===== src/design/dircc_stream_pkg.sv =====
package dircc_stream_pkg;

  // fixed by the link format
  localparam int BEAT_WIDTH  = 32;
  localparam int EMPTY_WIDTH = 2;  // log2 of four symbols per beat

  // one beat of the streaming link, valid/ready travel beside it
  typedef struct packed {
    logic [BEAT_WIDTH-1:0]  data;
    logic [EMPTY_WIDTH-1:0] empty;          // always zero on this link
    logic                   startofpacket;
    logic                   endofpacket;
  } stream_beat_t;

endpackage : dircc_stream_pkg


===== src/design/dircc_types_pkg.sv =====
package dircc_types_pkg;

  // one node address in the fabric
  typedef struct packed {
    logic [31:0] hw_addr;
    logic [15:0] sw_addr;
    logic [6:0]  port;
    logic        flag;
  } address_t;

  // 240-bit packet record as seen by the host side
  typedef struct packed {
    address_t    dest_addr;
    address_t    src_addr;
    logic [31:0] lamport;
    logic [95:0] data;
  } packet_t;

  localparam int         BEATS_PER_PACKET = 8;
  localparam logic [7:0] NULL_BYTE        = 8'h00;  // pad below each second address beat

  // beat position within a packet, same order on both directions
  typedef enum logic [2:0] {
    DEST_ADDR0,
    DEST_ADDR1,
    SRC_ADDR0,
    SRC_ADDR1,
    LAMPORT,
    DATA0,
    DATA1,
    DATA2
  } packet_state_t;

  typedef enum logic {
    COLLECT,  // taking beats from the FIFO
    HOLD      // full packet waiting for read_packet
  } rx_mode_t;

endpackage : dircc_types_pkg


===== src/design/dircc_packet_endpoint.sv =====
`timescale 1ns/1ns

module dircc_packet_endpoint #(
  parameter int INPUT_FIFO_DEPTH = 8
) (
  input  logic                           clk,
  input  logic                           reset_n,

  input  dircc_stream_pkg::stream_beat_t rx_beat,
  input  logic                           rx_valid,
  output logic                           rx_ready,

  input  logic                           read_packet,
  output logic                           packet_valid,
  output dircc_types_pkg::packet_t       packet_data,
  output logic                           receive_done,

  input  logic                           send_packet,
  input  dircc_types_pkg::packet_t       tx_packet,
  output logic                           tx_idle,

  output dircc_stream_pkg::stream_beat_t tx_beat,
  output logic                           tx_valid,
  input  logic                           tx_ready
);

  dircc_stream_pkg::stream_beat_t fifo_beat;  // FIFO head to deframer
  logic                           fifo_valid;
  logic                           fifo_ready;

  dircc_stream_fifo #(
    .DEPTH (INPUT_FIFO_DEPTH)
  ) input_fifo (
    .clk       (clk),
    .reset_n   (reset_n),
    .in_beat   (rx_beat),
    .in_valid  (rx_valid),
    .in_ready  (rx_ready),
    .out_beat  (fifo_beat),
    .out_valid (fifo_valid),
    .out_ready (fifo_ready)
  );

  dircc_packet_receiver receiver (
    .clk          (clk),
    .reset_n      (reset_n),
    .beat         (fifo_beat),
    .valid        (fifo_valid),
    .ready        (fifo_ready),
    .read_packet  (read_packet),
    .packet_valid (packet_valid),
    .packet_data  (packet_data),
    .receive_done (receive_done)
  );

  // transmit path is independent of the receive side
  dircc_packet_transmitter transmitter (
    .clk         (clk),
    .reset_n     (reset_n),
    .send_packet (send_packet),
    .tx_packet   (tx_packet),
    .tx_idle     (tx_idle),
    .beat        (tx_beat),
    .valid       (tx_valid),
    .ready       (tx_ready)
  );

endmodule : dircc_packet_endpoint


===== src/design/dircc_packet_receiver.sv =====
`timescale 1ns/1ns

module dircc_packet_receiver (
  input  logic                           clk,
  input  logic                           reset_n,

  input  dircc_stream_pkg::stream_beat_t beat,
  input  logic                           valid,
  output logic                           ready,

  input  logic                           read_packet,
  output logic                           packet_valid,
  output dircc_types_pkg::packet_t       packet_data,
  output logic                           receive_done
);

  dircc_types_pkg::rx_mode_t      mode;
  dircc_types_pkg::packet_state_t state;
  dircc_types_pkg::packet_state_t next_state;
  dircc_types_pkg::packet_t       staging;  // record under assembly

  logic accept;
  logic last_beat;
  logic take;

  assign ready      = (mode == dircc_types_pkg::COLLECT);
  assign accept     = valid && ready;
  assign take       = read_packet && receive_done;  // reads while empty are dropped
  assign next_state = dircc_types_pkg::packet_state_t'(state + 3'd1);
  assign last_beat  = (state ==
    dircc_types_pkg::packet_state_t'(dircc_types_pkg::BEATS_PER_PACKET - 1));

  always_ff @(posedge clk or negedge reset_n) begin
    if (!reset_n) begin
      mode         <= dircc_types_pkg::COLLECT;
      state        <= dircc_types_pkg::DEST_ADDR0;
      receive_done <= 1'b0;
      packet_valid <= 1'b0;
    end else begin
      packet_valid <= take;  // single-cycle pulse
      if (take) begin
        mode         <= dircc_types_pkg::COLLECT;
        state        <= dircc_types_pkg::DEST_ADDR0;
        receive_done <= 1'b0;
      end else if (mode == dircc_types_pkg::HOLD) begin
        receive_done <= 1'b1;  // one cycle after the last beat
      end else if (accept) begin
        if (last_beat) begin
          mode  <= dircc_types_pkg::HOLD;
          state <= dircc_types_pkg::DEST_ADDR0;
        end else begin
          state <= next_state;
        end
      end
    end
  end

  // each beat lands in its own slice of the staging record
  always_ff @(posedge clk) begin
    if (accept) begin
      case (state)
        dircc_types_pkg::DEST_ADDR0: staging.dest_addr.hw_addr <= beat.data;
        dircc_types_pkg::DEST_ADDR1: begin
          {staging.dest_addr.sw_addr, staging.dest_addr.port,
           staging.dest_addr.flag} <= beat.data[31:8];  // low byte is padding
        end
        dircc_types_pkg::SRC_ADDR0:  staging.src_addr.hw_addr <= beat.data;
        dircc_types_pkg::SRC_ADDR1: begin
          {staging.src_addr.sw_addr, staging.src_addr.port,
           staging.src_addr.flag} <= beat.data[31:8];
        end
        dircc_types_pkg::LAMPORT:    staging.lamport      <= beat.data;
        dircc_types_pkg::DATA0:      staging.data[31:0]   <= beat.data;
        dircc_types_pkg::DATA1:      staging.data[63:32]  <= beat.data;
        dircc_types_pkg::DATA2:      staging.data[95:64]  <= beat.data;
      endcase
    end
    if (take) begin
      packet_data <= staging;  // held until the next read
    end
  end

  // framing from the far end of the link, only flagged
  a_sop_first: assert property (
    @(posedge clk) disable iff (!reset_n)
    accept && (state == dircc_types_pkg::DEST_ADDR0) |-> beat.startofpacket
  ) else $error("first beat of packet without startofpacket");

  a_eop_last: assert property (
    @(posedge clk) disable iff (!reset_n)
    accept && (state == dircc_types_pkg::DATA2) |-> beat.endofpacket
  ) else $error("last beat of packet without endofpacket");

  a_empty_zero: assert property (
    @(posedge clk) disable iff (!reset_n)
    accept |-> (beat.empty == '0)
  ) else $error("nonzero empty on accepted beat");

endmodule : dircc_packet_receiver


===== src/design/dircc_packet_transmitter.sv =====
`timescale 1ns/1ns

module dircc_packet_transmitter (
  input  logic                           clk,
  input  logic                           reset_n,

  input  logic                           send_packet,
  input  dircc_types_pkg::packet_t       tx_packet,
  output logic                           tx_idle,

  output dircc_stream_pkg::stream_beat_t beat,
  output logic                           valid,
  input  logic                           ready
);

  dircc_types_pkg::packet_t       latched;
  dircc_types_pkg::packet_state_t state;  // beat now on the link
  dircc_types_pkg::packet_state_t next_state;

  logic start;
  logic advance;
  logic last_beat;

  // maps one packet position to its beat on the wire
  function automatic dircc_stream_pkg::stream_beat_t build_beat(
    input dircc_types_pkg::packet_t       p,
    input dircc_types_pkg::packet_state_t s
  );
    dircc_stream_pkg::stream_beat_t b;
    b.empty         = '0;
    b.startofpacket = (s == dircc_types_pkg::DEST_ADDR0);
    b.endofpacket   = (s == dircc_types_pkg::DATA2);
    case (s)
      dircc_types_pkg::DEST_ADDR0: b.data = p.dest_addr.hw_addr;
      dircc_types_pkg::DEST_ADDR1: begin
        b.data = {p.dest_addr.sw_addr, p.dest_addr.port, p.dest_addr.flag,
                  dircc_types_pkg::NULL_BYTE};
      end
      dircc_types_pkg::SRC_ADDR0:  b.data = p.src_addr.hw_addr;
      dircc_types_pkg::SRC_ADDR1: begin
        b.data = {p.src_addr.sw_addr, p.src_addr.port, p.src_addr.flag,
                  dircc_types_pkg::NULL_BYTE};
      end
      dircc_types_pkg::LAMPORT:    b.data = p.lamport;
      dircc_types_pkg::DATA0:      b.data = p.data[31:0];
      dircc_types_pkg::DATA1:      b.data = p.data[63:32];
      default:                     b.data = p.data[95:64];
    endcase
    return b;
  endfunction

  assign start      = send_packet && tx_idle;
  assign advance    = valid && ready;
  assign next_state = dircc_types_pkg::packet_state_t'(state + 3'd1);
  assign last_beat  = (state ==
    dircc_types_pkg::packet_state_t'(dircc_types_pkg::BEATS_PER_PACKET - 1));

  always_ff @(posedge clk or negedge reset_n) begin
    if (!reset_n) begin
      tx_idle <= 1'b1;
      valid   <= 1'b0;
      state   <= dircc_types_pkg::DEST_ADDR0;
    end else if (start) begin
      tx_idle <= 1'b0;
      valid   <= 1'b1;
      state   <= dircc_types_pkg::DEST_ADDR0;
    end else if (advance) begin
      if (last_beat) begin
        valid   <= 1'b0;
        tx_idle <= 1'b1;  // ready for the next send
      end else begin
        state <= next_state;
      end
    end
  end

  // beat register only moves on a transfer, so it holds under back-pressure
  always_ff @(posedge clk) begin
    if (start) begin
      latched <= tx_packet;
      beat    <= build_beat(tx_packet, dircc_types_pkg::DEST_ADDR0);
    end else if (advance && !last_beat) begin
      beat <= build_beat(latched, next_state);
    end
  end

  a_send_when_idle: assert property (
    @(posedge clk) disable iff (!reset_n)
    send_packet |-> tx_idle
  ) else $error("send_packet while a packet is still going out");

endmodule : dircc_packet_transmitter


===== src/design/dircc_stream_fifo.sv =====
`timescale 1ns/1ns

module dircc_stream_fifo #(
  parameter int DEPTH = 8
) (
  input  logic                           clk,
  input  logic                           reset_n,

  input  dircc_stream_pkg::stream_beat_t in_beat,
  input  logic                           in_valid,
  output logic                           in_ready,

  output dircc_stream_pkg::stream_beat_t out_beat,
  output logic                           out_valid,
  input  logic                           out_ready
);

  localparam int ADDR_WIDTH = $clog2(DEPTH);

  dircc_stream_pkg::stream_beat_t mem [DEPTH];

  logic [ADDR_WIDTH:0] wr_ptr;  // extra msb tells full from empty
  logic [ADDR_WIDTH:0] rd_ptr;
  logic [ADDR_WIDTH:0] count;
  logic                full;
  logic                push;
  logic                pop;

  assign count = wr_ptr - rd_ptr;
  assign full  = (count == DEPTH[ADDR_WIDTH:0]);

  // a full FIFO still takes a beat when the head leaves in the same cycle
  assign in_ready  = !full || out_ready;
  assign out_valid = (count != '0);
  assign out_beat  = mem[rd_ptr[ADDR_WIDTH-1:0]];  // show-ahead head entry

  assign push = in_valid && in_ready;
  assign pop  = out_valid && out_ready;

  always_ff @(posedge clk or negedge reset_n) begin
    if (!reset_n) begin
      wr_ptr <= '0;
      rd_ptr <= '0;
    end else begin
      if (push) begin
        wr_ptr <= wr_ptr + 1'b1;
      end
      if (pop) begin
        rd_ptr <= rd_ptr + 1'b1;
      end
    end
  end

  always_ff @(posedge clk) begin
    if (push) begin
      mem[wr_ptr[ADDR_WIDTH-1:0]] <= in_beat;
    end
  end

  // occupancy must stay within the array
  a_no_overflow: assert property (
    @(posedge clk) disable iff (!reset_n)
    count <= DEPTH[ADDR_WIDTH:0]
  ) else $error("stream fifo occupancy above DEPTH");

endmodule : dircc_stream_fifo


===== config.mk =====
export PLATFORM = sky130hd
export DESIGN_NAME = dircc_packet_endpoint
export DESIGN_NICKNAME = d
export VERILOG_FILES = /design/src/design/dircc_stream_pkg.sv /design/src/design/dircc_types_pkg.sv /design/src/design/dircc_packet_endpoint.sv /design/src/design/dircc_packet_receiver.sv /design/src/design/dircc_packet_transmitter.sv /design/src/design/dircc_stream_fifo.sv
export SDC_FILE = /design/constraint.sdc
export NUM_CORES = 1
export LEC_CHECK = 0
export BUFFER_PORTS_ARGS = -buffer_cell sky130_fd_sc_hd__buf_2
export CORE_UTILIZATION = 40
export DETAILED_ROUTE_END_ITERATION = 10
export PLACE_DENSITY = 0.65
export SYNTH_ARGS = -nofsm -noshare
export SYNTH_HDL_FRONTEND = slang
export SYNTH_SLANG_ARGS = --single-unit

===== constraint.sdc =====
create_clock -name clk -period 9.55 [get_ports clk]
set_input_delay 0 -clock clk [delete_from_list [all_inputs] [get_ports clk]]
set_output_delay 0 -clock clk [all_outputs]
set_load 0.005 [all_outputs]

# Yosys cells after proc, flatten, opt, wreduce, memory -nomap -nowiden
# Memories as Yosys holds them, arrays and structs flattened.
# Index checks and enable logic that the tools add are counted.
# Widths: inputs -> output; s select.
[op_classes] addsub=5 eq_ne=18 muxes=24 bitwise_logic=1 reduce_logical=28
[ops] cell="$pmux 32 s7" count=1
[ops] cell="$mux 36" count=2
[ops] cell="$eq 3x3->1 const B" count=9
[ops] cell="$reduce_and 2->1" count=11
[ops] cell="$mux 3" count=7
[ops] cell="$mux 1" count=14
[ops] cell="$eq 3x2->1 const B" count=4
[ops] cell="$reduce_bool 2->1" count=5
[ops] cell="$add 4x1->4 const B" count=2
[ops] cell="$add 3x1->3 const B" count=2
[ops] cell="$eq 3x1->1 const B" count=2
[ops] cell="$logic_and 1x1->1" count=6
[ops] cell="$logic_not 3->1" count=2
[ops] cell="$eq 4x4->1 const B" count=1
[ops] cell="$reduce_bool 4->1" count=1
[ops] cell="$sub 4x4->4" count=1
[ops] cell="$logic_not 1->1" count=2
[ops] cell="$ne 2x1->1 const B" count=1
[ops] cell="$ne 2x2->1 const B" count=1
[ops] cell="$logic_or 1x1->1" count=1
[ops] cell="$not 1->1" count=1
[totals] ff_bits=773 ramBits=288 inputBits=282 output_inout_bits=281 wordCells=121 memories=1
[memory_table] name="input_fifo.mem" depth=8 width=36 rd=1 rd_ports_with_merged_regs=0 wr=1 line_no="dircc_stream_fifo.sv:20" source="dircc_stream_pkg::stream_beat_t mem [DEPTH];"

# Depth between registers and ports, before layout
[depth] word_depth=7 depth_mapped=10 depth_no_buf=7

# By module
# From an unflattened synthesis, not the netlist that was laid out.
[unflattened] cells_unflattened=1740 hier_area_um2=36941.7
[modules_own_cells] mod="dircc_packet_receiver" instances=1 cells_per_inst=519 area_per_inst_um2=14799.2 seq_area_each_um2=14564.0
[modules_own_cells] mod="dircc_stream_fifo" instances=1 cells_per_inst=557 area_per_inst_um2=11431.0 seq_area_each_um2=8848.5
[modules_own_cells] mod="dircc_packet_transmitter" instances=1 cells_per_inst=664 area_per_inst_um2=10711.5 seq_area_each_um2=8334.2

# Worst setup path after synthesis
# Ideal clock, no wire load.
[synth_timing] path_kind="register to register" start="register transmitter.tx_idle" end="register transmitter.latched[0] (netlist bit) (enable)" setup_ps=700 arrival_ps=7411 t_required_ps=8850 setup_slack_ps=1439 path_stages_with_launch=4 path_buffers=1 period_less_slack_ps=8111 path_cell_list="dfstp_2 nand2_1 inv_1 clkbuf_1"
[synth_via] elab_chain_cells=1
[synth_lines] element="start: declaration" line_no="dircc_packet_transmitter.sv:9" source="output logic tx_idle,"
[synth_lines] element="start signal: assignment" line_no="dircc_packet_transmitter.sv:60" source="tx_idle <= 1'b1;"
[synth_lines] element="start signal: assignment" line_no="dircc_packet_transmitter.sv:64" source="tx_idle <= 1'b0;"
[synth_lines] element="start signal: assignment" line_no="dircc_packet_transmitter.sv:70" source="tx_idle <= 1'b1;"
[synth_lines] element="$logic_and 1x1->1" line_no="dircc_packet_transmitter.sv:52" source="assign start = send_packet && tx_idle;"
[synth_lines] element="named net transmitter.start" line_no="dircc_packet_transmitter.sv:20" source="logic start;"
[synth_lines] element="end signal: assignment" line_no="dircc_packet_transmitter.sv:80" source="latched <= tx_packet;"
[synth_lines] element="end: declaration" line_no="dircc_packet_transmitter.sv:16" source="dircc_types_pkg::packet_t latched;"
# The timed path passes the listed nets, and every way through them passes these cells.
# A chain may end at the register's enable or synchronous reset.

# Worst setup path in the final report
[layout_timing] start="register input_fifo.rd_ptr[2]" end="register receiver.staging[175] (netlist bit) (enable)"
[layout_via] elab_chain_cells=4
[layout_lines] element="start: declaration" line_no="dircc_stream_fifo.sv:23" source="logic [ADDR_WIDTH:0] rd_ptr;"
[layout_lines] element="start signal: assignment" line_no="dircc_stream_fifo.sv:49" source="rd_ptr <= rd_ptr + 1'b1;"
[layout_lines] element="$sub 4x4->4" line_no="dircc_stream_fifo.sv:29" source="assign count = wr_ptr - rd_ptr;"
[layout_lines] element="$reduce_bool 4->1" line_no="dircc_stream_fifo.sv:34" source="assign out_valid = (count != '0);"
[layout_lines] element="$logic_and 1x1->1" line_no="dircc_packet_receiver.sv:27" source="assign accept = valid && ready;"
[layout_lines] element="$reduce_and 2->1 (no source line)"
[layout_lines] element="end: declaration" line_no="dircc_packet_receiver.sv:20" source="dircc_types_pkg::packet_t staging;"
# Every way passes these cells.

==> run summary <==
Clock power frac: 0.316
Slew Viols, Final: 0
Post-CTS Repair Setup Buffers: 0
synthesized instance count: 1620
clk_skew: 0.0850 ns
global-route wire length before repair: 131000 µm
Congestion Overflow GR: 0
IR drop worst, VDD: 170 µV
hold_buf cts: 364
Tcrit/Tclk final: 0.384
hpwl dp: 52700 µm
status: completed
Area after DPL: 39600 µm²
fmax: 272 MHz
RSZ-0062 raised after global routing: no
Setup Viol. Count Final: 0
sequential power share: 0.517
initial antenna violation count: 32
setup TNS after final layout: 0 ns
vias in the first global route: 20100
area of the mapped netlist: 35400 µm²
sequential fraction of the synthesis area: 0.870
CTS tree: yes
async set or reset register ratio after synthesis: 0.0185
commonest non-fill, non-tap cells in the layout: 1008 x edfxtp_1, 556 x buf_2, 364 x dlygate4sd3_1
overall power: 12.3 mW
Hold Crit Class: in2reg
final hold vios: 0
Ports: 563
synth unique cells: 51
post-CTS sizing: 0
Sinks on Clock Net: 1029
Cell Pwr Density: 265 nW/µm²
#FFs+latches synth: 1029
Setup crit start kind: register
Req. time, crit path: 9.77 ns
CP max FO: 35
Slowest cell on crit path: and3_2
port bufs: 556
switching fraction of total power: 0.269
CTS H-tree depth: 3
clk buf depth: 3
average wire per standard cell: 23.7 µm
fin cells: 3869
critical path cell sequence: buf_4, inv_1, ha_1, a21oi_1, a21oi_1, o211a_1, nor2_2, and3_2
Critical Path Max Stage Delay: 1.01 ns
Initial Util: 0.406
measured slew at the worst slew-check pin: 1.22 ns
remaining antenna violation count: 0
final instance area: 46600 µm²
area delta synth->final: 31.6%
# rows: 108
GPL Wtd Cong: 0.927
Worst path top cell family by delay: simple AND/OR/NAND/NOR gates
CP arrival: 3.89 ns
gr usage total: 0.198
Post-synth top flop: edfxtp_1
internal cell power: 9.02 mW
crit path time final: 3.67 ns
DRC viols: 0
relative slew slack: 0.187
clk slew on worst S/H paths: 0.06 ns
Via Count: 19800
share of post-route cells with drive strength above 1: 0.309
EDFF count, synth: 1008
layout net count: 2905
core area: 87200 µm²
switching power: 3.32 mW
dpl ws: 5.81 ns
commonest non-fill, non-tap cell in the layout: edfxtp_1
Critical Path End Type: register
most used cell, CP: a21oi_1
Die X: 300 µm
Placed Cells: 3295
CP Buf/Inv Count: 2
Setup CP Type: reg2reg
Die H: 300 µm
die area: 89700 µm²
Gate power share: 0.167
Mean Syn Cell Area: 21.9 µm²
Leak: 16.4 nW
Max-cap violations: 0
First-pass DRT Iterations: 6
first-iteration detailed-routing DRC count: 2202
pin count of the biggest net entering global routing: 112
worst skew pair latency: 0.69 ns
Synth warnings: 0
Vias/cell: 5.11
setup slack after layout: 5.88 ns
CTS Root Cell: clkbuf_16
Num CTS Buffers: 100
Total Wirelength: 91700 µm
synthesized netlist by cell type (all sizes together), types with 9 or more instances:
cell / number / area [µm²]
dfrtp: 18 / 450
a221oi: 17 / 149
mux2i: 34 / 340
and3: 13 / 81.3
a22oi: 15 / 113
a22o: 14 / 123
buf: 31 / 171
ha: 17 / 213
edfxtp: 1008 / 30300
a21oi: 42 / 210
inv: 16 / 60.1
nand2: 153 / 574
o22ai: 14 / 87.6
clkbuf: 32 / 120
mux2: 10 / 116
o21ai: 34 / 181
a222oi: 12 / 120
mux4: 64 / 1440
nor3: 9 / 45.0
path summary, 6_finish.rpt:
check                      cells after the start                             start                                   to  slack (ns)
setup / recovery                               8  input_fifo.rd_ptr[2]$_DFFE_PN0P_      receiver.staging[175]$_DFFE_PP_        5.88
hold / removal                                 2                      tx_packet[0]     transmitter.latched[0]$_DFFE_PP_        0.02
setup reg to reg                               8  input_fifo.rd_ptr[2]$_DFFE_PN0P_      receiver.staging[175]$_DFFE_PP_        5.88
hold reg to reg                                0   receiver.staging[149]$_DFFE_PP_  receiver.packet_data[149]$_DFFE_PP_        0.36
max in group asynchronous                      4                           reset_n     input_fifo.rd_ptr[0]$_DFFE_PN0P_        7.63
min in group asynchronous                      3                           reset_n      transmitter.tx_idle$_DFFE_PN1P_        0.43
per-layer routing:
layer	global-route usage	wire (µm)
met3	0.0478	7300
met4	0.0938	4510
met1	0.243	34300
met2	0.332	45400
met5	0	150
layout make-up:
cell class / count / area, µm²
Sequential cell: 1029 / 30800
Antenna cell: 24 / 60.1
Clock buffer: 116 / 2560
Tap cell: 1155 / 1450
Fill cell: 6559 / 40600
Clock inverter: 70 / 709
Multi-Input combinational cell: 513 / 4340
Timing Repair Buffer: 946 / 6620
Inverter: 16 / 75.1
flip-flops by register name, indices dropped and copies added (netlist names):
name	cells
input_fifo.rd_ptr	4
transmitter.state	3
transmitter.valid	1
receiver.staging	240
transmitter.latched	240
input_fifo.mem	256
receiver.receive_done	1
receiver.packet_data	240
receiver.packet_valid	1
input_fifo.wr_ptr	4
transmitter.beat	34
receiver.mode	1
transmitter.tx_idle	1
receiver.state	3
kinds of logic (layout without fill, tap and decap cells):
kind of cell / Yosys count / in the layout / synth area share
compound gates: 168 / 168 / 0.0328
xor+xnor: 9 / 9 / 0.00223
fa+ha+maj: 17 / 17 / 0.00601
buf+inv: 79 / 1148 / 0.00993
flops: 1029 / 1029 / 0.870
mux: 108 / 108 / 0.0536
other cells: 1 / 26 / 0.000106
simple gates: 209 / 209 / 0.0257
stage by stage:
| step | hold slack, ns | util |
|---|---|---|
| 2_1_floorplan | -0.296 | - |
| 6_report | 0.0160 | 0.535 |
| 5_1_grt | 0.00252 | 0.535 |
| 3_3_place_gp | -0.00907 | 0.455 |
| 4_1_cts | 0.00189 | 0.534 |
| 3_5_place_dp | 0.00132 | 0.455 |
power groups by stage:
stage	combinational (mW)	clock (mW)	sequential, mW
finish	2.06	3.90	6.38
global route	2.23	4.14	6.44
CTS	2.10	3.94	6.39
detailed placement	1.96	0	6.48
global placement	1.93	0	6.44
floorplan	1.09	0	6.43
Note: power is estimated with default switching activity, not from simulation.
